$ cat src/hdl/mesi_cfg.svh
// Cluster defaults. MESI_N_SETS must be a power of two and at least 2
`ifndef MESI_CFG_SVH
`define MESI_CFG_SVH

`define MESI_ADDR_W    8    // Word address bits
`define MESI_DATA_W    32   // One word per line
`define MESI_N_SETS    4    // Direct-mapped sets per cache
`define MESI_MEM_DELAY 2    // Cycles per main memory access

`endif

$ cat src/hdl/coh_pkg.sv
// MESI line states and snoop bus commands use fixed two-bit encodings
package coh_pkg;

    // State of one cache line
    typedef enum logic [1:0] {
        MODIFIED,
        EXCLUSIVE,
        SHARED,
        INVALID
    } mesi_state_t;

    typedef enum logic [1:0] {
        BUS_RD,     // Read for sharing
        BUS_RDX,    // Read for ownership
        BUS_UPGR,   // Shared to modified, no data
        BUS_WB      // Writeback of a modified line
    } bus_cmd_t;

endpackage

$ cat src/hdl/snoop_bus_if.sv
// A unit holds its request until bus_ready, and snoop_valid stays high until snoop_done
`timescale 1ns/1ps
`include "mesi_cfg.svh"
interface snoop_bus_if import coh_pkg::*; ();

    // Request and response
    logic                    bus_valid;
    logic                    bus_ready;
    bus_cmd_t                bus_cmd;
    logic [`MESI_ADDR_W-1:0] bus_addr;
    logic [`MESI_DATA_W-1:0] bus_wdata;     // Only for BUS_WB
    logic                    resp_valid;
    logic [`MESI_DATA_W-1:0] resp_data;
    logic                    resp_shared;   // Other cache kept a copy

    // Snoop from the controller
    logic                    snoop_valid;
    bus_cmd_t                snoop_cmd;
    logic [`MESI_ADDR_W-1:0] snoop_addr;
    logic                    snoop_done;
    logic                    snoop_hit;
    logic                    snoop_dirty;
    logic [`MESI_DATA_W-1:0] snoop_data;

    modport unit (
        output bus_valid, bus_cmd, bus_addr, bus_wdata, snoop_done, snoop_hit,
               snoop_dirty, snoop_data,
        input  bus_ready, resp_valid, resp_data, resp_shared, snoop_valid, snoop_cmd,
               snoop_addr
    );

    modport ctrl (
        input  bus_valid, bus_cmd, bus_addr, bus_wdata, snoop_done, snoop_hit,
               snoop_dirty, snoop_data,
        output bus_ready, resp_valid, resp_data, resp_shared, snoop_valid, snoop_cmd,
               snoop_addr
    );

endinterface

$ cat src/hdl/cache_coh_if.sv
// The cache answers snoop_addr combinationally, so its unit can look up any tag
`timescale 1ns/1ps
`include "mesi_cfg.svh"
interface cache_coh_if import coh_pkg::*; ();

    logic                    miss_req;      // Held until fill_done
    logic                    miss_write;
    logic [`MESI_ADDR_W-1:0] miss_addr;
    logic                    evict_req;     // Victim is a modified line
    logic [`MESI_ADDR_W-1:0] evict_addr;
    logic [`MESI_DATA_W-1:0] evict_data;

    logic                    fill_done;     // One-cycle pulse
    logic [`MESI_DATA_W-1:0] fill_data;
    mesi_state_t             fill_state;

    logic                    snoop_req;     // Apply snoop_new_state on a hit
    logic [`MESI_ADDR_W-1:0] snoop_addr;
    mesi_state_t             snoop_new_state;
    logic                    snoop_hit;
    logic                    snoop_dirty;
    logic [`MESI_DATA_W-1:0] snoop_data;

    modport cache (
        output miss_req, miss_write, miss_addr, evict_req, evict_addr, evict_data,
               snoop_hit, snoop_dirty, snoop_data,
        input  fill_done, fill_data, fill_state, snoop_req, snoop_addr, snoop_new_state
    );

    modport coh (
        input  miss_req, miss_write, miss_addr, evict_req, evict_addr, evict_data,
               snoop_hit, snoop_dirty, snoop_data,
        output fill_done, fill_data, fill_state, snoop_req, snoop_addr, snoop_new_state
    );

endinterface

$ cat src/hdl/coherency_unit.sv
// One bus transaction at a time per unit, and a snoop preempts a request not yet granted
`timescale 1ns/1ps
`include "mesi_cfg.svh"
module coherency_unit
    import coh_pkg::*;
(
    input  logic       CLK,
    input  logic       nRST,
    cache_coh_if.coh   cache,
    snoop_bus_if.unit  bus
);

    typedef enum logic [2:0] {
        IDLE, WRITEBACK, READ_REQ, WRITE_REQ, RESP_CHKTAG, RESP_SEND
    } state_t;

    state_t                  state, next_state;
    logic                    issued_q;      // Granted, waiting for resp_valid
    logic                    upgr_q;        // Write miss on a shared copy
    logic                    req_state;
    logic [`MESI_DATA_W-1:0] sdata_q;

    assign req_state = state inside {WRITEBACK, READ_REQ, WRITE_REQ};

    always_comb begin
        next_state = state;
        unique case (state)
            IDLE: begin
                if (bus.snoop_valid)
                    next_state = RESP_CHKTAG;
                else if (cache.evict_req)
                    next_state = WRITEBACK;
                else if (cache.miss_req)
                    next_state = cache.miss_write ? WRITE_REQ : READ_REQ;
            end
            WRITEBACK, READ_REQ, WRITE_REQ: begin
                if (!issued_q && bus.snoop_valid)
                    next_state = RESP_CHKTAG;
                else if (issued_q && bus.resp_valid)
                    next_state = IDLE;
            end
            RESP_CHKTAG: next_state = cache.snoop_dirty ? RESP_SEND : IDLE;
            RESP_SEND:   next_state = IDLE;
            default:     next_state = IDLE;
        endcase
    end

    always_ff @(posedge CLK or negedge nRST) begin
        if (!nRST) begin
            state    <= IDLE;
            issued_q <= 1'b0;
            upgr_q   <= 1'b0;
        end else begin
            state <= next_state;
            if (bus.bus_valid && bus.bus_ready)
                issued_q <= 1'b1;
            else if (bus.resp_valid)
                issued_q <= 1'b0;
            if (state == IDLE && next_state == WRITE_REQ)
                upgr_q <= cache.snoop_hit;  // Lookup is on miss_addr in IDLE
        end
    end

    always_ff @(posedge CLK) begin
        if (state == RESP_CHKTAG)
            sdata_q <= cache.snoop_data;
    end

    always_comb begin
        if (state == WRITEBACK)
            bus.bus_cmd = BUS_WB;
        else if (state == READ_REQ)
            bus.bus_cmd = BUS_RD;
        else if (upgr_q)
            bus.bus_cmd = BUS_UPGR;
        else
            bus.bus_cmd = BUS_RDX;

        if (state == WRITE_REQ)
            cache.fill_state = MODIFIED;
        else if (bus.resp_shared)
            cache.fill_state = SHARED;
        else
            cache.fill_state = EXCLUSIVE;

        // Remote reads share the line, anything else takes it away
        if (state == RESP_CHKTAG && bus.snoop_cmd == BUS_RD)
            cache.snoop_new_state = SHARED;
        else
            cache.snoop_new_state = INVALID;
    end

    assign bus.bus_valid  = req_state && !issued_q;
    assign bus.bus_addr   = (state == WRITEBACK) ? cache.evict_addr : cache.miss_addr;
    assign bus.bus_wdata  = cache.evict_data;

    assign bus.snoop_done  = (state == RESP_CHKTAG && !cache.snoop_dirty) || state == RESP_SEND;
    assign bus.snoop_hit   = state == RESP_SEND || (state == RESP_CHKTAG && cache.snoop_hit);
    assign bus.snoop_dirty = state == RESP_SEND;
    assign bus.snoop_data  = sdata_q;

    assign cache.fill_done = issued_q && bus.resp_valid && state != WRITEBACK;
    assign cache.fill_data = bus.resp_data;

    // Written-back victim is dropped once memory has it
    assign cache.snoop_req  = state == RESP_CHKTAG ||
                              (state == WRITEBACK && issued_q && bus.resp_valid);
    assign cache.snoop_addr = (state == RESP_CHKTAG) ? bus.snoop_addr :
                              (state == WRITEBACK)   ? cache.evict_addr : cache.miss_addr;

    a_done_in_snoop: assert property (@(posedge CLK) disable iff (!nRST)
        bus.snoop_done |-> bus.snoop_valid);

endmodule

$ cat src/flat_wrapper.sv
// flat-port wrapper written by rule: the top's interface ports become plain ports
module coherency_unit_flat import coh_pkg::*;
  (CLK, nRST, cache_miss_req, cache_miss_write, cache_miss_addr, cache_evict_req, cache_evict_addr, cache_evict_data, cache_snoop_hit, cache_snoop_dirty, cache_snoop_data, cache_fill_done, cache_fill_data, cache_fill_state, cache_snoop_req, cache_snoop_addr, cache_snoop_new_state, bus_bus_valid, bus_bus_cmd, bus_bus_addr, bus_bus_wdata, bus_snoop_done, bus_snoop_hit, bus_snoop_dirty, bus_snoop_data, bus_bus_ready, bus_resp_valid, bus_resp_data, bus_resp_shared, bus_snoop_valid, bus_snoop_cmd, bus_snoop_addr);
  cache_coh_if cache_i ();
  snoop_bus_if bus_i ();
  input  logic CLK;
  input  logic nRST;
  input wire logic [$bits(cache_i.miss_req)-1:0] cache_miss_req;
  input wire logic [$bits(cache_i.miss_write)-1:0] cache_miss_write;
  input wire logic [$bits(cache_i.miss_addr)-1:0] cache_miss_addr;
  input wire logic [$bits(cache_i.evict_req)-1:0] cache_evict_req;
  input wire logic [$bits(cache_i.evict_addr)-1:0] cache_evict_addr;
  input wire logic [$bits(cache_i.evict_data)-1:0] cache_evict_data;
  input wire logic [$bits(cache_i.snoop_hit)-1:0] cache_snoop_hit;
  input wire logic [$bits(cache_i.snoop_dirty)-1:0] cache_snoop_dirty;
  input wire logic [$bits(cache_i.snoop_data)-1:0] cache_snoop_data;
  output wire logic [$bits(cache_i.fill_done)-1:0] cache_fill_done;
  output wire logic [$bits(cache_i.fill_data)-1:0] cache_fill_data;
  output wire logic [$bits(cache_i.fill_state)-1:0] cache_fill_state;
  output wire logic [$bits(cache_i.snoop_req)-1:0] cache_snoop_req;
  output wire logic [$bits(cache_i.snoop_addr)-1:0] cache_snoop_addr;
  output wire logic [$bits(cache_i.snoop_new_state)-1:0] cache_snoop_new_state;
  output wire logic [$bits(bus_i.bus_valid)-1:0] bus_bus_valid;
  output wire logic [$bits(bus_i.bus_cmd)-1:0] bus_bus_cmd;
  output wire logic [$bits(bus_i.bus_addr)-1:0] bus_bus_addr;
  output wire logic [$bits(bus_i.bus_wdata)-1:0] bus_bus_wdata;
  output wire logic [$bits(bus_i.snoop_done)-1:0] bus_snoop_done;
  output wire logic [$bits(bus_i.snoop_hit)-1:0] bus_snoop_hit;
  output wire logic [$bits(bus_i.snoop_dirty)-1:0] bus_snoop_dirty;
  output wire logic [$bits(bus_i.snoop_data)-1:0] bus_snoop_data;
  input wire logic [$bits(bus_i.bus_ready)-1:0] bus_bus_ready;
  input wire logic [$bits(bus_i.resp_valid)-1:0] bus_resp_valid;
  input wire logic [$bits(bus_i.resp_data)-1:0] bus_resp_data;
  input wire logic [$bits(bus_i.resp_shared)-1:0] bus_resp_shared;
  input wire logic [$bits(bus_i.snoop_valid)-1:0] bus_snoop_valid;
  input wire logic [$bits(bus_i.snoop_cmd)-1:0] bus_snoop_cmd;
  input wire logic [$bits(bus_i.snoop_addr)-1:0] bus_snoop_addr;
  assign cache_i.miss_req = cache_miss_req;
  assign cache_i.miss_write = cache_miss_write;
  assign cache_i.miss_addr = cache_miss_addr;
  assign cache_i.evict_req = cache_evict_req;
  assign cache_i.evict_addr = cache_evict_addr;
  assign cache_i.evict_data = cache_evict_data;
  assign cache_i.snoop_hit = cache_snoop_hit;
  assign cache_i.snoop_dirty = cache_snoop_dirty;
  assign cache_i.snoop_data = cache_snoop_data;
  assign cache_fill_done = cache_i.fill_done;
  assign cache_fill_data = cache_i.fill_data;
  assign cache_fill_state = cache_i.fill_state;
  assign cache_snoop_req = cache_i.snoop_req;
  assign cache_snoop_addr = cache_i.snoop_addr;
  assign cache_snoop_new_state = cache_i.snoop_new_state;
  assign bus_bus_valid = bus_i.bus_valid;
  assign bus_bus_cmd = bus_i.bus_cmd;
  assign bus_bus_addr = bus_i.bus_addr;
  assign bus_bus_wdata = bus_i.bus_wdata;
  assign bus_snoop_done = bus_i.snoop_done;
  assign bus_snoop_hit = bus_i.snoop_hit;
  assign bus_snoop_dirty = bus_i.snoop_dirty;
  assign bus_snoop_data = bus_i.snoop_data;
  assign bus_i.bus_ready = bus_bus_ready;
  assign bus_i.resp_valid = bus_resp_valid;
  assign bus_i.resp_data = bus_resp_data;
  assign bus_i.resp_shared = bus_resp_shared;
  assign bus_i.snoop_valid = bus_snoop_valid;
  assign bus_i.snoop_cmd = bus_snoop_cmd;
  assign bus_i.snoop_addr = bus_snoop_addr;
  coherency_unit u_core (.CLK(CLK), .nRST(nRST), .cache(cache_i), .bus(bus_i));
endmodule
$ cat config.mk
export PLATFORM = sky130hd
export DESIGN_NAME = coherency_unit_flat
export DESIGN_NICKNAME = d
export VERILOG_FILES = /design/src/hdl/coh_pkg.sv /design/src/hdl/snoop_bus_if.sv /design/src/hdl/cache_coh_if.sv /design/src/hdl/coherency_unit.sv /design/src/flat_wrapper.sv
export VERILOG_INCLUDE_DIRS = /design/src /design/src/hdl
export SDC_FILE = /design/constraint.sdc
export NUM_CORES = 1
export LEC_CHECK = 0
export BUFFER_PORTS_ARGS = -buffer_cell sky130_fd_sc_hd__buf_2
export CORE_AREA = 2 2 99 101
export DETAILED_ROUTE_END_ITERATION = 12
export DIE_AREA = 0 0 101 103
export REMOVE_ABC_BUFFERS = 1
export SLEW_MARGIN = 40
export SYNTH_ARGS = -nofsm -noshare
export SYNTH_HDL_FRONTEND = slang
export SYNTH_SLANG_ARGS = --single-unit
$ cat constraint.sdc
create_clock -name CLK -period 2.68 [get_ports CLK]
set_clock_uncertainty 0.15 [all_clocks]
set_input_delay 0.402 -clock CLK [delete_from_list [all_inputs] [get_ports CLK]]
set_output_delay 0.402 -clock CLK [all_outputs]
set_load 0.01 [all_outputs]
==> impl_metrics.yaml <==
global_routing:
  grt_antenna_before_repair: 0
  grt_pass1_vias: 1543
  grt_max_degree: 34
  grt_util_all_layers: 0.199
  overflow: 0
  grt_first_pass_wirelength_um: 13500
detailed_routing:
  route.detailed.drc: 0
  vias: 1663
  avgRoutedWirePerCell_um: 28.7
  drtPass1Iterations: 4
  drt_iter0_drc: 42
  vias_per_cell: 4.48
  ant_nets: 0
  totalWireLength_um: 10600
clock_tree:
  root_buffer: "clkbuf_8"
  cts_resized: 0
  cts.sink_count: 37
  clock_latency_ns: 0.29
  clk_pin_slew_ns: 0.08
  clk_path_buf_depth: 2
  cts_max_level: 2
  cts_tree: "done"
  numCtsBuffers: 5
placed_design:
  placed_cells: 362
  hpwlAfterDp_um: 9110
  place.gp.congestion: 0.740
  port_buffers: 127
power:
  ir_drop_mv: 0.305
  power_density_nw_per_um2: 976
  p_sw_frac: 0.390
  power_frac_comb: 0.432
  p_clk_frac: 0.164
  internal-power_uw: 1420
  leakage_uw: 0.00113
  power.total_uw: 2330
  p_sw_uw: 908
  pwr-share-seq: 0.404
cells_and_area:
  antenna_cells: 0
  drive_above_1_share: 0.537
  final_cell_mix: "buf_2, edfxtp_1, nand2_1"
  final_common_cell: "buf_2"
  area_growth_pct: 17.2
  stdcell_count: 371
  n_fill_cell: 1036
  nNetsFinal: 389
die:
  core-area_um2: 9460
  initial_utilization: 0.215
  ios: 257
  rows: 36
  die_w_um: 101
  die_area_um2: 10400
  dieHeight_um: 103
logic_synthesis:
  yosys_register_bits: 37
  synth_top_area_frac: 0.472
  synthTopCellsByArea: "edfxtp_1, buf_4, dfrtp_1, nand2_1, a31oi_1"
  netlist_area_um2: 2040
  yosysTopAreaCell: "edfxtp_1"
  yosysSeqAreaShare: 0.533
  postSynthAreaPerCell_um2: 10.7
  synth_cell_types: 33
  netlist_instances: 191
  yosysWarnings: 0
timing:
  tns_ns: 0
  post-route-period-util: 0.907
  max_freq_mhz: 411
  hold_violations: 0
  setup_viol: 0
  rsz0062_at_grt: "no"
  finalCriticalPeriod_ns: 2.43
  worstMarginPinSlew_ns: 0.603
  maxSlewHeadroom: 0.596
  slew_violations: 0
worst_setup_path:
  ff2ff_path_depth: 3
  r2r-start: "u_core.state[2]$_DFF_PN0_"
  crit_fanout: 11
  setup.worst_path.end_class: "output port"
  startpoint: "u_core.state[1]$_DFF_PN0_"
  required_ns: 2.13
  cp.arrival_ns: 1.88
  crit_type: "reg2out"
  worst_setup_path_start_kind: "flip-flop"
min_path:
  hold_path_class: "in2reg"
  min_from: "cache_snoop_data[30]"
  hold_depth: 1
status:
  outcome: "completed"
run:
  max-cap-violations: 0
worst max-delay path, stage by stage, from the launching register on:
cell and delay, ns:
dfrtp_1 0.50, nor3b_2 0.58, nand2_1 0.15, a31oi_1 0.21, buf_2 0.16
sequential cells by signal, summed over array words and instances (netlist names):
signal	flops
u_core.issued_q	1
u_core.upgr_q	1
u_core.bus.snoop_data	32
u_core.state	3
per-stage QoR:
stage | hold WS (ns) | utilization | instance area [um2] | setup slack [ns]
after CTS | 0.128 | 0.252 | 2390 | 0.225
after global placement | 0.0824 | 0.243 | 2290 | 0.586
after global routing | 0.124 | 0.252 | 2390 | 0.0542
after detailed placement | 0.0813 | 0.243 | 2290 | 0.540
final | 0.141 | 0.252 | 2390 | 0.249
after floorplan | -0.0436 | - | 1510 | 0.175
cells in the mapped netlist (all sizes together):
cell / number
a31oi: 8
o21a: 1
a21oi: 5
conb: 1
edfxtp: 32
o22ai: 1
nand2b: 1
dfrtp: 5
and3: 1
buf: 69
nor3b: 1
o21bai: 1
a21o: 1
o21ai: 5
nor2b: 1
a211o: 1
a32o: 1
nand4: 1
inv: 5
mux2: 1
or3b: 2
clkbuf: 2
a22o: 1
nand2: 27
nor3: 2
nand3: 1
nor2: 12
or3: 1
a21boi: 1
cells by family (layout without fill, tap and decap cells):
logic type             Yosys count  after routing  synth area share
muxes                            1              1           0.00553
and+or+nand+nor                 50             50             0.111
AOI/OAI and AO/OA               26             26            0.0805
DFF                             37             37             0.533
other                            1              1           0.00184
buffers and inverters           76            142             0.268
layout make-up:
cell class | count | area, um2 | area share
tap | 114 | 143 | 0.0597
multi-input combinational | 78 | 404 | 0.169
sequential | 37 | 1090 | 0.455
clock inverter | 2 | 10.0 | 0.00419
timing repair buffer | 129 | 653 | 0.274
clock buffer | 6 | 72.6 | 0.0304
inverter | 5 | 18.8 | 0.00786
final timing paths:
kind / endpoint / slack (ns)
max: cache_snoop_addr[1] / 0.25
min: u_core.bus.snoop_data[30]$_DFFE_PN_ / 0.14
min reg2reg: u_core.upgr_q$_DFFE_PN0P_ / 0.44
max in group asynchronous: u_core.upgr_q$_DFFE_PN0P_ / 1.89
min in group asynchronous: u_core.state[1]$_DFF_PN0_ / 0.34
max reg2reg: u_core.bus.snoop_data[16]$_DFFE_PN_ / 0.55
routing by layer:
layer  part of all wire  vias to the layer above  GRT usage
met5             0.0086                        -     0.0673
met3               0.27                       10      0.241
met1               0.31                      709      0.188
met2               0.40                      228      0.283
met4             0.0047                        4     0.0187
li1                   -                      712          -
power groups by stage:
stage          logic (uW)  registers [uW]  clock network (uW)
5_1_grt              1120             962                 412
3_3_place_gp         1010             948                   0
6_report             1010             941                 381
4_1_cts              1030             942                 400
2_1_floorplan         476            1020                   0
3_5_place_dp         1020             955                   0
repair_timing:
action | 4_1_cts | 5_1_grt
hold buffers | 1 | 0
endpoints found under the hold margin | 5 | 0
setup buffers | 0 | 0
Power figures use the tool's default switching activity.
