**src/hdl/mesi_cfg.svh**
```systemverilog
// Cluster defaults. MESI_N_SETS must be a power of two and at least 2
`ifndef MESI_CFG_SVH
`define MESI_CFG_SVH

`define MESI_ADDR_W    8    // Word address bits
`define MESI_DATA_W    32   // One word per line
`define MESI_N_SETS    4    // Direct-mapped sets per cache
`define MESI_MEM_DELAY 2    // Cycles per main memory access

`endif

```
**src/hdl/coh_pkg.sv**
```systemverilog
// MESI line states and snoop bus commands use fixed two-bit encodings
package coh_pkg;

    // State of one cache line
    typedef enum logic [1:0] {
        MODIFIED,
        EXCLUSIVE,
        SHARED,
        INVALID
    } mesi_state_t;

    typedef enum logic [1:0] {
        BUS_RD,     // Read for sharing
        BUS_RDX,    // Read for ownership
        BUS_UPGR,   // Shared to modified, no data
        BUS_WB      // Writeback of a modified line
    } bus_cmd_t;

endpackage

```
**src/hdl/cache_pkg.sv**
```systemverilog
// Lines hold one word, and a word address splits into {tag, set index}
`include "mesi_cfg.svh"
package cache_pkg;
    import coh_pkg::*;

    localparam int SET_W = $clog2(`MESI_N_SETS);
    localparam int TAG_W = `MESI_ADDR_W - SET_W;

    typedef logic [SET_W-1:0] set_idx_t;
    typedef logic [TAG_W-1:0] tag_t;

    typedef struct packed {
        tag_t                    tag;
        mesi_state_t             state;
        logic [`MESI_DATA_W-1:0] data;
    } line_t;

endpackage

```
**src/hdl/cache_coh_if.sv**
```systemverilog
// The cache answers snoop_addr combinationally, so its unit can look up any tag
`timescale 1ns/1ps
`include "mesi_cfg.svh"
interface cache_coh_if import coh_pkg::*; ();

    logic                    miss_req;      // Held until fill_done
    logic                    miss_write;
    logic [`MESI_ADDR_W-1:0] miss_addr;
    logic                    evict_req;     // Victim is a modified line
    logic [`MESI_ADDR_W-1:0] evict_addr;
    logic [`MESI_DATA_W-1:0] evict_data;

    logic                    fill_done;     // One-cycle pulse
    logic [`MESI_DATA_W-1:0] fill_data;
    mesi_state_t             fill_state;

    logic                    snoop_req;     // Apply snoop_new_state on a hit
    logic [`MESI_ADDR_W-1:0] snoop_addr;
    mesi_state_t             snoop_new_state;
    logic                    snoop_hit;
    logic                    snoop_dirty;
    logic [`MESI_DATA_W-1:0] snoop_data;

    modport cache (
        output miss_req, miss_write, miss_addr, evict_req, evict_addr, evict_data,
               snoop_hit, snoop_dirty, snoop_data,
        input  fill_done, fill_data, fill_state, snoop_req, snoop_addr, snoop_new_state
    );

    modport coh (
        input  miss_req, miss_write, miss_addr, evict_req, evict_addr, evict_data,
               snoop_hit, snoop_dirty, snoop_data,
        output fill_done, fill_data, fill_state, snoop_req, snoop_addr, snoop_new_state
    );

endinterface

```
**src/hdl/l1_dcache.sv**
```systemverilog
// Direct-mapped write-back cache with one request in flight and no back-pressure on rsp
`timescale 1ns/1ps
`include "mesi_cfg.svh"
module l1_dcache
    import coh_pkg::*, cache_pkg::*;
(
    input  logic                    CLK,
    input  logic                    nRST,
    input  logic                    req_valid,
    input  logic                    req_write,
    input  logic [`MESI_ADDR_W-1:0] req_addr,
    input  logic [`MESI_DATA_W-1:0] req_wdata,
    output logic                    req_ready,
    output logic                    rsp_valid,
    output logic [`MESI_DATA_W-1:0] rsp_rdata,
    cache_coh_if.cache              coh
);

    line_t                   lines [`MESI_N_SETS];
    logic                    pend_q;        // Miss waiting for fill
    logic                    wr_q;
    logic                    blocked_q;
    logic [`MESI_ADDR_W-1:0] addr_q;
    logic [`MESI_DATA_W-1:0] wdata_q;
    set_idx_t                req_set, pend_set, snp_set;
    tag_t                    req_tag, pend_tag, snp_tag;
    line_t                   req_line, pend_line, snp_line;
    logic                    req_hit, req_acc;

    assign req_set   = req_addr[SET_W-1:0];
    assign req_tag   = req_addr[`MESI_ADDR_W-1:SET_W];
    assign pend_set  = addr_q[SET_W-1:0];
    assign pend_tag  = addr_q[`MESI_ADDR_W-1:SET_W];
    assign snp_set   = coh.snoop_addr[SET_W-1:0];
    assign snp_tag   = coh.snoop_addr[`MESI_ADDR_W-1:SET_W];
    assign req_line  = lines[req_set];
    assign pend_line = lines[pend_set];
    assign snp_line  = lines[snp_set];

    // Writes need ownership, reads any valid copy
    assign req_hit = req_line.state != INVALID && req_line.tag == req_tag &&
                     (!req_write || req_line.state inside {MODIFIED, EXCLUSIVE});
    assign req_ready = !pend_q && !blocked_q && !coh.snoop_req;
    assign req_acc   = req_valid && req_ready;

    assign coh.miss_req   = pend_q;
    assign coh.miss_write = wr_q;
    assign coh.miss_addr  = addr_q;
    assign coh.evict_req  = pend_q && pend_line.state == MODIFIED && pend_line.tag != pend_tag;
    assign coh.evict_addr = {pend_line.tag, pend_set};
    assign coh.evict_data = pend_line.data;

    assign coh.snoop_hit   = snp_line.state != INVALID && snp_line.tag == snp_tag;
    assign coh.snoop_dirty = coh.snoop_hit && snp_line.state == MODIFIED;
    assign coh.snoop_data  = snp_line.data;

    always_ff @(posedge CLK or negedge nRST) begin
        if (!nRST) begin
            for (int i = 0; i < `MESI_N_SETS; i++) begin
                lines[i] <= '{tag: '0, state: INVALID, data: '0};
            end
            pend_q    <= 1'b0;
            blocked_q <= 1'b1;              // Not ready in the first cycle
            rsp_valid <= 1'b0;
        end else begin
            rsp_valid <= 1'b0;
            blocked_q <= coh.snoop_req;     // Idle one cycle after a snoop update
            if (coh.snoop_req && coh.snoop_hit) begin
                lines[snp_set].state <= coh.snoop_new_state;
            end
            if (req_acc && req_hit) begin
                rsp_valid <= 1'b1;
                if (req_write) begin
                    lines[req_set].data  <= req_wdata;
                    lines[req_set].state <= MODIFIED;   // E goes silently to M
                end
            end else if (req_acc) begin
                pend_q <= 1'b1;
            end
            if (coh.fill_done) begin
                lines[pend_set] <= '{tag: pend_tag, state: coh.fill_state,
                                     data: wr_q ? wdata_q : coh.fill_data};
                pend_q    <= 1'b0;
                rsp_valid <= 1'b1;
            end
        end
    end

    always_ff @(posedge CLK) begin
        if (req_acc) begin
            addr_q  <= req_addr;
            wr_q    <= req_write;
            wdata_q <= req_wdata;
        end
        if (req_acc && req_hit) begin
            rsp_rdata <= req_write ? req_wdata : req_line.data;
        end else if (coh.fill_done) begin
            rsp_rdata <= wr_q ? wdata_q : coh.fill_data;
        end
    end

    // Every response belongs to a hit accepted last cycle or to a filled miss
    a_rsp_has_req: assert property (@(posedge CLK) disable iff (!nRST)
        rsp_valid |-> $past(req_valid && req_ready) || $past(pend_q));

endmodule

```
**src/flat_wrapper.sv**
```systemverilog
// flat-port wrapper written by rule: the top's interface ports become plain ports
module l1_dcache_flat import coh_pkg::*, cache_pkg::*;
  (CLK, nRST, req_valid, req_write, req_addr, req_wdata, req_ready, rsp_valid, rsp_rdata, coh_miss_req, coh_miss_write, coh_miss_addr, coh_evict_req, coh_evict_addr, coh_evict_data, coh_snoop_hit, coh_snoop_dirty, coh_snoop_data, coh_fill_done, coh_fill_data, coh_fill_state, coh_snoop_req, coh_snoop_addr, coh_snoop_new_state);
  cache_coh_if coh_i ();
  input  logic CLK;
  input  logic nRST;
  input  logic req_valid;
  input  logic req_write;
  input  logic [`MESI_ADDR_W-1:0] req_addr;
  input  logic [`MESI_DATA_W-1:0] req_wdata;
  output logic req_ready;
  output logic rsp_valid;
  output logic [`MESI_DATA_W-1:0] rsp_rdata;
  output wire logic [$bits(coh_i.miss_req)-1:0] coh_miss_req;
  output wire logic [$bits(coh_i.miss_write)-1:0] coh_miss_write;
  output wire logic [$bits(coh_i.miss_addr)-1:0] coh_miss_addr;
  output wire logic [$bits(coh_i.evict_req)-1:0] coh_evict_req;
  output wire logic [$bits(coh_i.evict_addr)-1:0] coh_evict_addr;
  output wire logic [$bits(coh_i.evict_data)-1:0] coh_evict_data;
  output wire logic [$bits(coh_i.snoop_hit)-1:0] coh_snoop_hit;
  output wire logic [$bits(coh_i.snoop_dirty)-1:0] coh_snoop_dirty;
  output wire logic [$bits(coh_i.snoop_data)-1:0] coh_snoop_data;
  input wire logic [$bits(coh_i.fill_done)-1:0] coh_fill_done;
  input wire logic [$bits(coh_i.fill_data)-1:0] coh_fill_data;
  input wire logic [$bits(coh_i.fill_state)-1:0] coh_fill_state;
  input wire logic [$bits(coh_i.snoop_req)-1:0] coh_snoop_req;
  input wire logic [$bits(coh_i.snoop_addr)-1:0] coh_snoop_addr;
  input wire logic [$bits(coh_i.snoop_new_state)-1:0] coh_snoop_new_state;
  assign coh_miss_req = coh_i.miss_req;
  assign coh_miss_write = coh_i.miss_write;
  assign coh_miss_addr = coh_i.miss_addr;
  assign coh_evict_req = coh_i.evict_req;
  assign coh_evict_addr = coh_i.evict_addr;
  assign coh_evict_data = coh_i.evict_data;
  assign coh_snoop_hit = coh_i.snoop_hit;
  assign coh_snoop_dirty = coh_i.snoop_dirty;
  assign coh_snoop_data = coh_i.snoop_data;
  assign coh_i.fill_done = coh_fill_done;
  assign coh_i.fill_data = coh_fill_data;
  assign coh_i.fill_state = coh_fill_state;
  assign coh_i.snoop_req = coh_snoop_req;
  assign coh_i.snoop_addr = coh_snoop_addr;
  assign coh_i.snoop_new_state = coh_snoop_new_state;
  l1_dcache u_core (.CLK(CLK), .nRST(nRST), .req_valid(req_valid), .req_write(req_write), .req_addr(req_addr), .req_wdata(req_wdata), .req_ready(req_ready), .rsp_valid(rsp_valid), .rsp_rdata(rsp_rdata), .coh(coh_i));
endmodule
```
**config.mk**
```make
export PLATFORM = sky130hd
export DESIGN_NAME = l1_dcache_flat
export DESIGN_NICKNAME = d
export VERILOG_FILES = /design/src/hdl/coh_pkg.sv /design/src/hdl/cache_pkg.sv /design/src/hdl/cache_coh_if.sv /design/src/hdl/l1_dcache.sv /design/src/flat_wrapper.sv
export VERILOG_INCLUDE_DIRS = /design/src /design/src/hdl
export SDC_FILE = /design/constraint.sdc
export NUM_CORES = 1
export LEC_CHECK = 0
export BUFFER_PORTS_ARGS = -buffer_cell sky130_fd_sc_hd__buf_2
export CORE_MARGIN = 5
export CORE_UTILIZATION = 35
export DETAILED_ROUTE_END_ITERATION = 6
export GPL_TIMING_DRIVEN = 0
export SLEW_MARGIN = 10
export SYNTH_ARGS = -nofsm -noshare
export SYNTH_HDL_FRONTEND = slang
export SYNTH_SLANG_ARGS = --single-unit
export TNS_END_PERCENT = 1
```
**constraint.sdc**
```tcl
create_clock -name CLK -period 3.3 [get_ports CLK]
set_input_delay 0.165 -clock CLK [delete_from_list [all_inputs] [get_ports CLK]]
set_output_delay 0.165 -clock CLK [all_outputs]
set_load 0.005 [all_outputs]
```
==> impl_metrics.tcl, run 1 <==
set metrics [dict create \
    grt_pass1_wl_microns 74890 \
    max_stage_delay_ns 0.52 \
    fp.coreArea_sq_um 38470 \
    vias 11410 \
    ys.flop_type "dfrtp_1" \
    crit_required_ns 3.13 \
    crit_chain "clkbuf_1 -> clkbuf_2 -> clkbuf_2 -> mux4_2 -> buf_2" \
    place_inst 1775 \
    cts_sinks 236 \
    stdcell_count 1873 \
    antenna_found_initial 0 \
    synth.avg_cell_area_sq_um 12.94 \
    p_int_mw 5.924 \
    status "finished, final reports clean" \
    yosysTopAreaCell "dfrtp_1" \
    ys_seq_area_share_pct 46.31 \
    ioPinCount 209 \
    vdd_drop_max_uv 422.5 \
    grt_pass1_vias 11800 \
    place.detailed.hpwl_microns 34550 \
    clk_latency_ns 0.57 \
    setup_tns_ns 0 \
    portBuffers 207 \
    switchingPower_mw 2.336 \
    pwr-share-comb_pct 18.8 \
    finalPower_mw 8.260 \
    synth-edff-count 73 \
    grt.total_usage_pct 23.39 \
    yosys.area.top_type_share_pct 28.41 \
    num_rows 72 \
    dieArea_sq_um 42790 \
    syn_area_sq_um 13560 \
    totalWireLength_microns 50970 \
    fmax_ghz 0.3184 \
    grt.overflow.total 0 \
    antenna_cells 0 \
    die_h_microns 206.9 \
    path_delay_family "buffers and inverters" \
    yosys_warnings 0 \
    cts_max_path_buffers 3 \
    endpoint_kind "primary output" \
    critPathLaunchType "flop" \
    drtAntennaViolNets 0 \
    start_util_pct 35.26 \
    htree_num_levels 1 \
    syn_to_final_growth_pct 23.44 \
    setup_viol 0 \
    synth_area_leaders "dfrtp_1 (28%), mux4_2 (18%), edfxtp_1 (16%)" \
    root_buffer "clkbuf_16" \
    min_path_type "in -> reg" \
    p_per_area_nw_per_um2 493.3 \
    num-nets-final 1423 \
    fin_crit_sh_pct 95.17 \
    synth.top_cells.by_count "dfrtp_1 (154), nand3_1 (133), mux2i_1 (113)" \
    pwr-share-clk_pct 38.2 \
    syn_nets 1138 \
    first_pass_iters 7 \
    arrival_ns 2.98 \
    path_max_fanout 10 \
    synthArstFlopShare_pct 69.07 \
    worst_pin_slew_ns 1.191 \
    drt_iter0_markers 983 \
    die_w_microns 206.9 \
    rsz0062_at_grt "false" \
    vias_per_cell 6.091 \
    grt_max_degree 97 \
    power.leakage_nw 6.817 \
    synthCells 1048 \
    ys_ff_latch 236 \
    min_period_ns 3.141 \
    finalMaxSlewViolations 0 \
    path_buf_inv 4 \
    cts_tree "built" \
    drive_gt1_share_pct 32.99 \
    slew_headroom_pct 20.62 \
    hold_viol_final 0 \
    crit_type "reg -> out" \
    skew_ns 0.02552 \
    gp_congestion 0.8908 \
    drc_errors 0 \
    cp_common_cell "clkbuf_2" \
    post_drt_wl_per_cell_microns 27.21 \
    p_sw_share_pct 28.28 \
    power_frac_seq_pct 43.0 \
    cts_buffers 28 \
    synthDistinctLibCells 45 \
    crit_path_top_delay_cell "clkbuf_1" \
    synth.most_common_cell "dfrtp_1" \
    maxCapViolCount 0 \
    path_clk_slew_ns 0.06 \
]
==> flip-flops by register name, indices dropped and copies added (netlist names) <==
signal and flops:
u_core.rsp_valid 1, u_core.coh.miss_req 1, u_core.blocked_q 1, u_core.rsp_rdata 32
u_core.coh.miss_write 1, u_core.wdata_q 32, u_core.coh.miss_addr 8, u_core.lines 160
==> cell usage in the layout (no fill, tap or decap), types with 4 or more instances in the layout <==
cell type	instances
nor3_1	8
mux2i_1	113
clkbuf_4	4
buf_2	219
edfxtp_1	73
nand2_1	106
clkinv_2	4
dfstp_2	9
xor2_1	12
buf_1	18
clkbuf_8	7
clkbuf_16	29
nor2_1	14
buf_6	5
or3_1	5
clkbuf_1	69
a221oi_1	8
o221ai_1	98
nand3_1	133
dfrtp_1	154
xnor2_1	13
nand4_1	6
a211oi_1	5
dlygate4sd3_1	46
clkbuf_2	6
o221ai_2	30
mux4_2	109
==> per-stage QoR <==
step	instance area [sq um]	hold slack [ns]	utilization, %	setup slack, ns
CTS	16720	0.07425	43.47	-0.2499
detailed placement	15310	0.2673	39.79	-0.01165
global placement	15250	0.3494	39.64	-0.8638
global route	16740	0.09853	43.53	0.01922
floorplan	13560	-0.1306	-	0.4285
finish	16740	0.08457	43.53	0.1593
==> layer usage <==
layer	routed length, microns	track usage [%]	vias to the layer above
met5	0	0	-
met4	2095	8.924	0
met3	5028	5.546	132
met2	23570	36.49	718
met1	20280	31.96	5742
li1	-	-	4816
==> worst reg2reg max path, stage by stage, from the launching register on <==
cell	delay, ns
edfxtp_1	0.45
clkbuf_1	0.52
nand2_1	0.13
or2_2	0.29
clkbuf_1	0.30
nand4b_1	0.34
clkbuf_1	0.60
o221ai_1	0.26
==> cell families (layout without fill, tap and decap cells) <==
logic type	after synthesis	after routing	synth area share, %
buffers and inverters	114	421	3.634
XOR/XNOR	26	26	1.734
flip-flops	236	236	46.31
AO/OA/AOI/OAI	150	150	11.18
multiplexers	223	223	26.52
AND/OR/NAND/NOR	299	299	10.62
==> worst paths after layout <==
check,from,endpoint,slack [ns],cells past startpoint
worst max-delay path,u_core.coh.miss_addr[1]$_DFFE_PP_,coh_evict_data[0],0.16,5
worst min-delay path,coh_fill_data[20],u_core.lines[140]$_DFF_PN0_,0.08,3
worst max register to register,u_core.coh.miss_addr[1]$_DFFE_PP_,u_core.lines[47]$_DFF_PN0_,0.25,7
worst min register to register,u_core.lines[118]$_DFFE_PN0P_,u_core.lines[118]$_DFFE_PN0P_,0.53,2
max in group asynchronous,nRST,u_core.lines[27]$_DFF_PN0_,2.18,3
min in group asynchronous,nRST,u_core.rsp_valid$_DFF_PN0_,0.25,2
==> repair_timing <==
action                                  CTS  global route
hold endpoints to repair                148             0
endpoints found under the setup margin   31           123
hold buffers                             46             0
setup buffers                             0             0
resized for setup                         5            17
==> power by group through the flow <==
stage	Combinational, mW	Clock (mW)	Sequential, mW
CTS	1.56	3.19	3.54
detailed placement	1.51	0	3.59
finish	1.56	3.16	3.55
global placement	1.47	0	3.57
floorplan	0.947	0	3.52
global route	1.69	3.29	3.58
==> final cells by class <==
type,instances,area (sq um)
multi-input cells,698,6800
clock inverters,10,97.59
fillers,3592,21720
flip-flops and latches,236,6282
well taps,518,648.1
plain buffers,111,500.5
inverters,3,16.27
clock buffers,42,844.6
repair buffers,255,1554
Power figures use the tool's default switching activity.
==> run 2: changes to the inputs <==
--- a/config.mk
+++ b/config.mk
@@ -11,6 +11,7 @@
 export CORE_UTILIZATION = 35
 export DETAILED_ROUTE_END_ITERATION = 6
 export GPL_TIMING_DRIVEN = 0
+export PLACE_DENSITY_LB_ADDON = 0.2
 export SLEW_MARGIN = 10
 export SYNTH_ARGS = -nofsm -noshare
 export SYNTH_HDL_FRONTEND = slang
==> run 2 against run 1 <==
Net effect:
- die area is the same
- critical endpoint is now u_core.lines[61]$_DFF_PN0_
- critical path depth grew 3
- first-iteration DRC count grew 8.6%
==> impl_metrics.tcl, run 2 (synthesis results as in run 1) <==
set metrics [dict create \
    status "finished, final reports clean" \
    hold_ws_ns 0.05512 \
    portBuffers 207 \
    setup_tns_ns 0 \
    reg2reg_depth 10 \
    min_path_type "in -> reg" \
    power.leakage_nw 6.813 \
    topRoutingLayerUsed "met4" \
    rr_endpoint "u_core.lines[84]$_DFF_PN0_" \
    path_clk_slew_ns 0.06 \
    crit_chain "dlygate4sd3_1 -> buf_2 -> buf_2 -> clkdlybuf4s15_1 -> buf_2 -> nand4b_1 -> clkbuf_1 -> o221ai_1" \
    grt_max_degree 92 \
    fin_crit_sh_pct 96.17 \
    met3_length_microns 4298 \
    reg2reg_from "u_core.coh.miss_req$_DFFE_PN0P_" \
    switchingPower_mw 2.372 \
    wl_met1_microns 21710 \
    worst_slack_ns 0.1263 \
    slew_headroom_pct 22.39 \
    fmax_ghz 0.3151 \
    start_util_pct 35.26 \
    drc_errors 0 \
    fp.coreArea_sq_um 38470 \
    fillers 3612 \
    final_common_cell "buf_2" \
    place.detailed.hpwl_microns 34540 \
    stdcell_count 1875 \
    rsz0062_at_grt "true" \
    vdd_drop_max_uv 313.8 \
    cp_common_cell "buf_2" \
    cts_buffers 28 \
    ioPinCount 209 \
    utilization_pct 43.57 \
    cts_tree "built" \
    dieArea_sq_um 42790 \
    totalWireLength_microns 51860 \
    pwr-share-clk_pct 38.6 \
    die_h_microns 206.9 \
    top_register "u_core.lines" \
    maxCapViolCount 0 \
    min_from "coh_fill_data[16]" \
    stdcell_area_sq_um 16760 \
    drtAntennaViolNets 0 \
    min_to "u_core.lines[136]$_DFF_PN0_" \
    wl_met2_microns 24420 \
    syn_to_final_growth_pct 23.56 \
    largest_reg_flops 160 \
    crit_type "in -> reg" \
    root_buffer "clkbuf_16" \
    htree_num_levels 1 \
    critPathLaunchType "input pin" \
    postPlaceCellArea_sq_um 15310 \
    holdPathStages 3 \
    p_per_area_nw_per_um2 494.5 \
    grt_pass1_wl_microns 75990 \
    antenna_found_initial 2 \
    vias 11380 \
    setup_viol 0 \
    post_drt_wl_per_cell_microns 27.66 \
    cts_max_path_buffers 3 \
    min_period_ns 3.174 \
    grt.overflow.total 0 \
    num-nets-final 1423 \
    first_pass_iters 7 \
    drt_iter0_markers 1068 \
    worst_pin_slew_ns 1.164 \
    arrival_ns 3.59 \
    hold_viol_final 0 \
    drive_gt1_share_pct 32.99 \
    path_max_fanout 10 \
    crit_required_ns 3.71 \
    finalMaxSlewViolations 0 \
    power_frac_seq_pct 42.7 \
    endpoint_kind "flop" \
    pwr-share-comb_pct 18.7 \
    num_rows 72 \
    p_sw_share_pct 28.62 \
    skew_ns 0.02986 \
    p_int_mw 5.916 \
    final_cell_mix "buf_2 (220), dfrtp_1 (154), nand3_1 (133), mux2i_1 (113), mux4_2 (109)" \
    max_stage_delay_ns 0.68 \
    finalPower_mw 8.288 \
    grt_pass1_vias 11690 \
    vias_per_cell 6.071 \
    crit_path_top_delay_cell "clkdlybuf4s15_1" \
    die_w_microns 206.9 \
    biggestRegsByFlops "u_core.lines (160), u_core.rsp_rdata (32), u_core.wdata_q (32)" \
    grt.total_usage_pct 23.81 \
    place_inst 1775 \
    dp_slack_ns -0.1028 \
    clk_latency_ns 0.59 \
    gp_congestion 0.8883 \
    cts_sinks 236 \
    r2r_slack_ns 0.22 \
]
-- run 2: cell type report --
| type | count | area (sq um) | share of cell area (%) |
|---|---|---|---|
| Antenna cell | 2 | 5.005 | 0.02986 |
| Buffer | 111 | 521.8 | 3.113 |
| Clock buffer | 33 | 739.5 | 4.412 |
| Clock inverter | 19 | 195.2 | 1.165 |
| Inverter | 3 | 16.27 | 0.09705 |
| Multi-Input combinational cell | 698 | 6798 | 40.56 |
| Sequential cell | 236 | 6282 | 37.48 |
| Tap cell | 518 | 648.1 | 3.867 |
| Timing Repair Buffer | 255 | 1554 | 9.272 |
-- run 2: critical path: cells and delay by family --
family,cells,cell delay (ns)
buffers and inverters,6,2.83
AOI/OAI and AO/OA,1,0.26
and+or+nand+nor,1,0.32
-- run 2: metal layers --
metal  GRT usage (%)  vias up
met5               0        -
met4           7.838        0
met3           4.749       87
met2           37.54      591
met1           33.29     5894
li1                -     4811
-- run 2: how the worst max path moves through the flow --
stage	from	end	slack, ns
4_1_cts	u_core.lines[35]$_DFFE_PN0P_	u_core.rsp_rdata[9]$_DFFE_PP_	0.06
6_report	req_addr[0]	u_core.lines[61]$_DFF_PN0_	0.13
3_3_place_gp	u_core.coh.miss_req$_DFFE_PN0P_	u_core.lines[89]$_DFF_PN0_	-0.95
2_1_floorplan	u_core.coh.miss_req$_DFFE_PN0P_	u_core.lines[100]$_DFF_PN0_	0.43
3_5_place_dp	u_core.coh.miss_addr[0]$_DFFE_PP_	coh_evict_req	-0.10
5_1_grt	u_core.coh.miss_req$_DFFE_PN0P_	u_core.lines[45]$_DFF_PN0_	-0.003
-- run 2: power groups by stage --
stage	logic [mW]	clock network, mW	registers (mW)
after floorplan	0.947	0	3.52
after global placement	1.48	0	3.57
after detailed placement	1.50	0	3.59
after CTS	1.55	3.25	3.53
after global routing	1.68	3.36	3.58
final	1.55	3.20	3.54
-- run 2: what timing repair did --
action | 4_1_cts | 5_1_grt
hold endpoints to repair | 182 | 0
resized for setup | 19 | 6
hold buffers | 46 | 0
setup buffers | 0 | 0
endpoints found under the setup margin | 86 | 92
==> run 3: changes to the inputs <==
--- a/config.mk
+++ b/config.mk
@@ -8,7 +8,7 @@
 export LEC_CHECK = 0
 export BUFFER_PORTS_ARGS = -buffer_cell sky130_fd_sc_hd__buf_2
 export CORE_MARGIN = 5
-export CORE_UTILIZATION = 35
+export CORE_UTILIZATION = 45
 export DETAILED_ROUTE_END_ITERATION = 6
 export GPL_TIMING_DRIVEN = 0
 export PLACE_DENSITY_LB_ADDON = 0.2
==> constraint.sdc (replaced) <==
create_clock -name CLK -period 3.65 [get_ports CLK]
set_input_delay 0.1825 -clock CLK [delete_from_list [all_inputs] [get_ports CLK]]
set_output_delay 0.1825 -clock CLK [all_outputs]
set_load 0.005 [all_outputs]
==> run 3 against run 2 <==
Net effect:
- the flow now finishes with violations (setup timing)
- clock power fell by 10%
- sequential power fell by 9.6%
- wire length fell by 9.2%
- register-to-register slack improved by 0.06 ns
- final cell count fell by 6.9%
- sequential cell count did not move
- cell area fell by 1.1%
- largest cell class unchanged
==> impl_metrics.tcl, run 3 (synthesis results as in run 1) <==
set metrics [dict create \
    status "finished, violations left" \
    violations "setup timing" \
    holdPathStages 3 \
    grt_max_degree 90 \
    finalPower_mw 7.456 \
    vias 11430 \
    min_path_type "in -> reg" \
    place.detailed.hpwl_microns 31400 \
    hold_viol_final 0 \
    min_period_ns 3.691 \
    cts_tree "built" \
    setup_tns_ns -0.08345 \
    fin_crit_sh_pct 101.1 \
    postPlaceCellArea_sq_um 15150 \
    grt_pass1_vias 11720 \
    htree_num_levels 1 \
    maxCapViolCount 0 \
    num-nets-final 1423 \
    grt_pass1_wl_microns 70260 \
    totalWireLength_microns 47080 \
    cts_sinks 236 \
    largest_reg_flops 160 \
    p_per_area_nw_per_um2 450.0 \
    worst_slack_ns -0.04068 \
    die_w_microns 183.6 \
    num_rows 63 \
    skew_ns 0.01800 \
    path_max_fanout 10 \
    start_util_pct 45.64 \
    utilization_pct 55.76 \
    first_pass_iters 6 \
    dieArea_sq_um 33710 \
    cts_buffers 28 \
    final_cell_mix "buf_2 (222), dfrtp_1 (154), nand3_1 (133), mux2i_1 (113), mux4_2 (109)" \
    setup_viol 6 \
    stdcell_area_sq_um 16570 \
    finalMaxSlewViolations 0 \
    rsz0062_at_grt "true" \
    drt_iter0_markers 1428 \
    power.leakage_nw 6.805 \
    syn_to_final_growth_pct 22.16 \
    critPathLaunchType "flop" \
    top_register "u_core.lines" \
    vdd_drop_max_uv 310.5 \
    die_h_microns 183.6 \
    drtAntennaViolNets 0 \
    crit_type "reg -> out" \
    grt.overflow.total 0 \
    drive_gt1_share_pct 32.92 \
    fmax_ghz 0.2710 \
    portBuffers 207 \
    drc_errors 0 \
    reg2reg_depth 10 \
    crit_required_ns 3.47 \
    gp_congestion 0.9094 \
    root_buffer "clkbuf_16" \
    antenna_found_initial 0 \
    fp.coreArea_sq_um 29720 \
    antenna_cells 0 \
    slew_headroom_pct 16.70 \
    final_common_cell "buf_2" \
    endpoint_kind "primary output" \
    ioPinCount 209 \
    vias_per_cell 6.552 \
    arrival_ns 3.51 \
    cts_max_path_buffers 3 \
    biggestRegsByFlops "u_core.lines (160), u_core.rsp_rdata (32), u_core.wdata_q (32)" \
    grt.total_usage_pct 27.24 \
    post_drt_wl_per_cell_microns 26.98 \
    cts_setup_buffers 0 \
    clk_latency_ns 0.56 \
    hold_ws_ns 0.09293 \
    worst_pin_slew_ns 1.250 \
    path_clk_slew_ns 0.06 \
]
run 3: cell types whose count changed in the layout (fill, tap and decap cells not counted), moves of 3 or more:
cell	previous run	this run
clkinv_2	5	9
clkbuf_1	65	68
clkbuf_2	5	1
buf_4	6	2
clkinv_1	7	1
buf_1	16	20
run 3: repair_timing:
item                                    CTS  global route
resized for setup                         3             4
endpoints found under the setup margin    1            13
hold endpoints to repair                117             0
hold buffers                             46             0
run 3: final timing paths:
check / start / to / slack (ns)
setup / recovery: u_core.coh.miss_addr[1]$_DFFE_PP_ / coh_evict_data[1] / -0.04
hold / removal: coh_fill_data[8] / u_core.lines[128]$_DFF_PN0_ / 0.09
setup reg to reg: u_core.coh.miss_req$_DFFE_PN0P_ / u_core.lines[109]$_DFF_PN0_ / 0.28
hold reg to reg: u_core.lines[74]$_DFFE_PN0P_ / u_core.lines[74]$_DFFE_PN0P_ / 0.52
max in group asynchronous: nRST / u_core.lines[46]$_DFF_PN0_ / 2.56
min in group asynchronous: nRST / u_core.lines[107]$_DFF_PN0_ / 0.21
run 3: area by class of cell:
cell class	instances	area (sq um)
Timing Repair Buffer	255	1562
Tap cell	390	488.0
Clock buffer	35	788.3
Buffer	111	489.2
Clock inverter	17	158.9
Multi-Input combinational cell	698	6790
Inverter	3	11.26
Sequential cell	236	6282
Fill cell	2550	13150
run 3: metrics by stage:
stage          setup WS [ns]  std cells
2_1_floorplan         0.7785       1048
3_3_place_gp         -0.4806       1645
3_5_place_dp          0.2991       1647
4_1_cts              0.01935       1745
5_1_grt             -0.03623       1745
6_report            -0.04068       1745
run 3: critical path: stages (launching register included):
cell      delay (ns)
edfxtp_1        0.43
clkbuf_1        0.55
clkbuf_1        0.55
clkbuf_1        0.79
mux4_2          0.47
buf_2           0.16
run 3: report_power, final:
group          switching [mW]  internal, mW
sequential              0.218          2.99
clock                    1.20          1.68
combinational           0.680         0.698
run 3: layer usage:
layer  global-route usage [%]  part of all wire (%)
met5                        0                     0
met4                    9.684                   3.7
met3                    7.103                    11
met2                    41.79                    46
met1                    37.82                    40
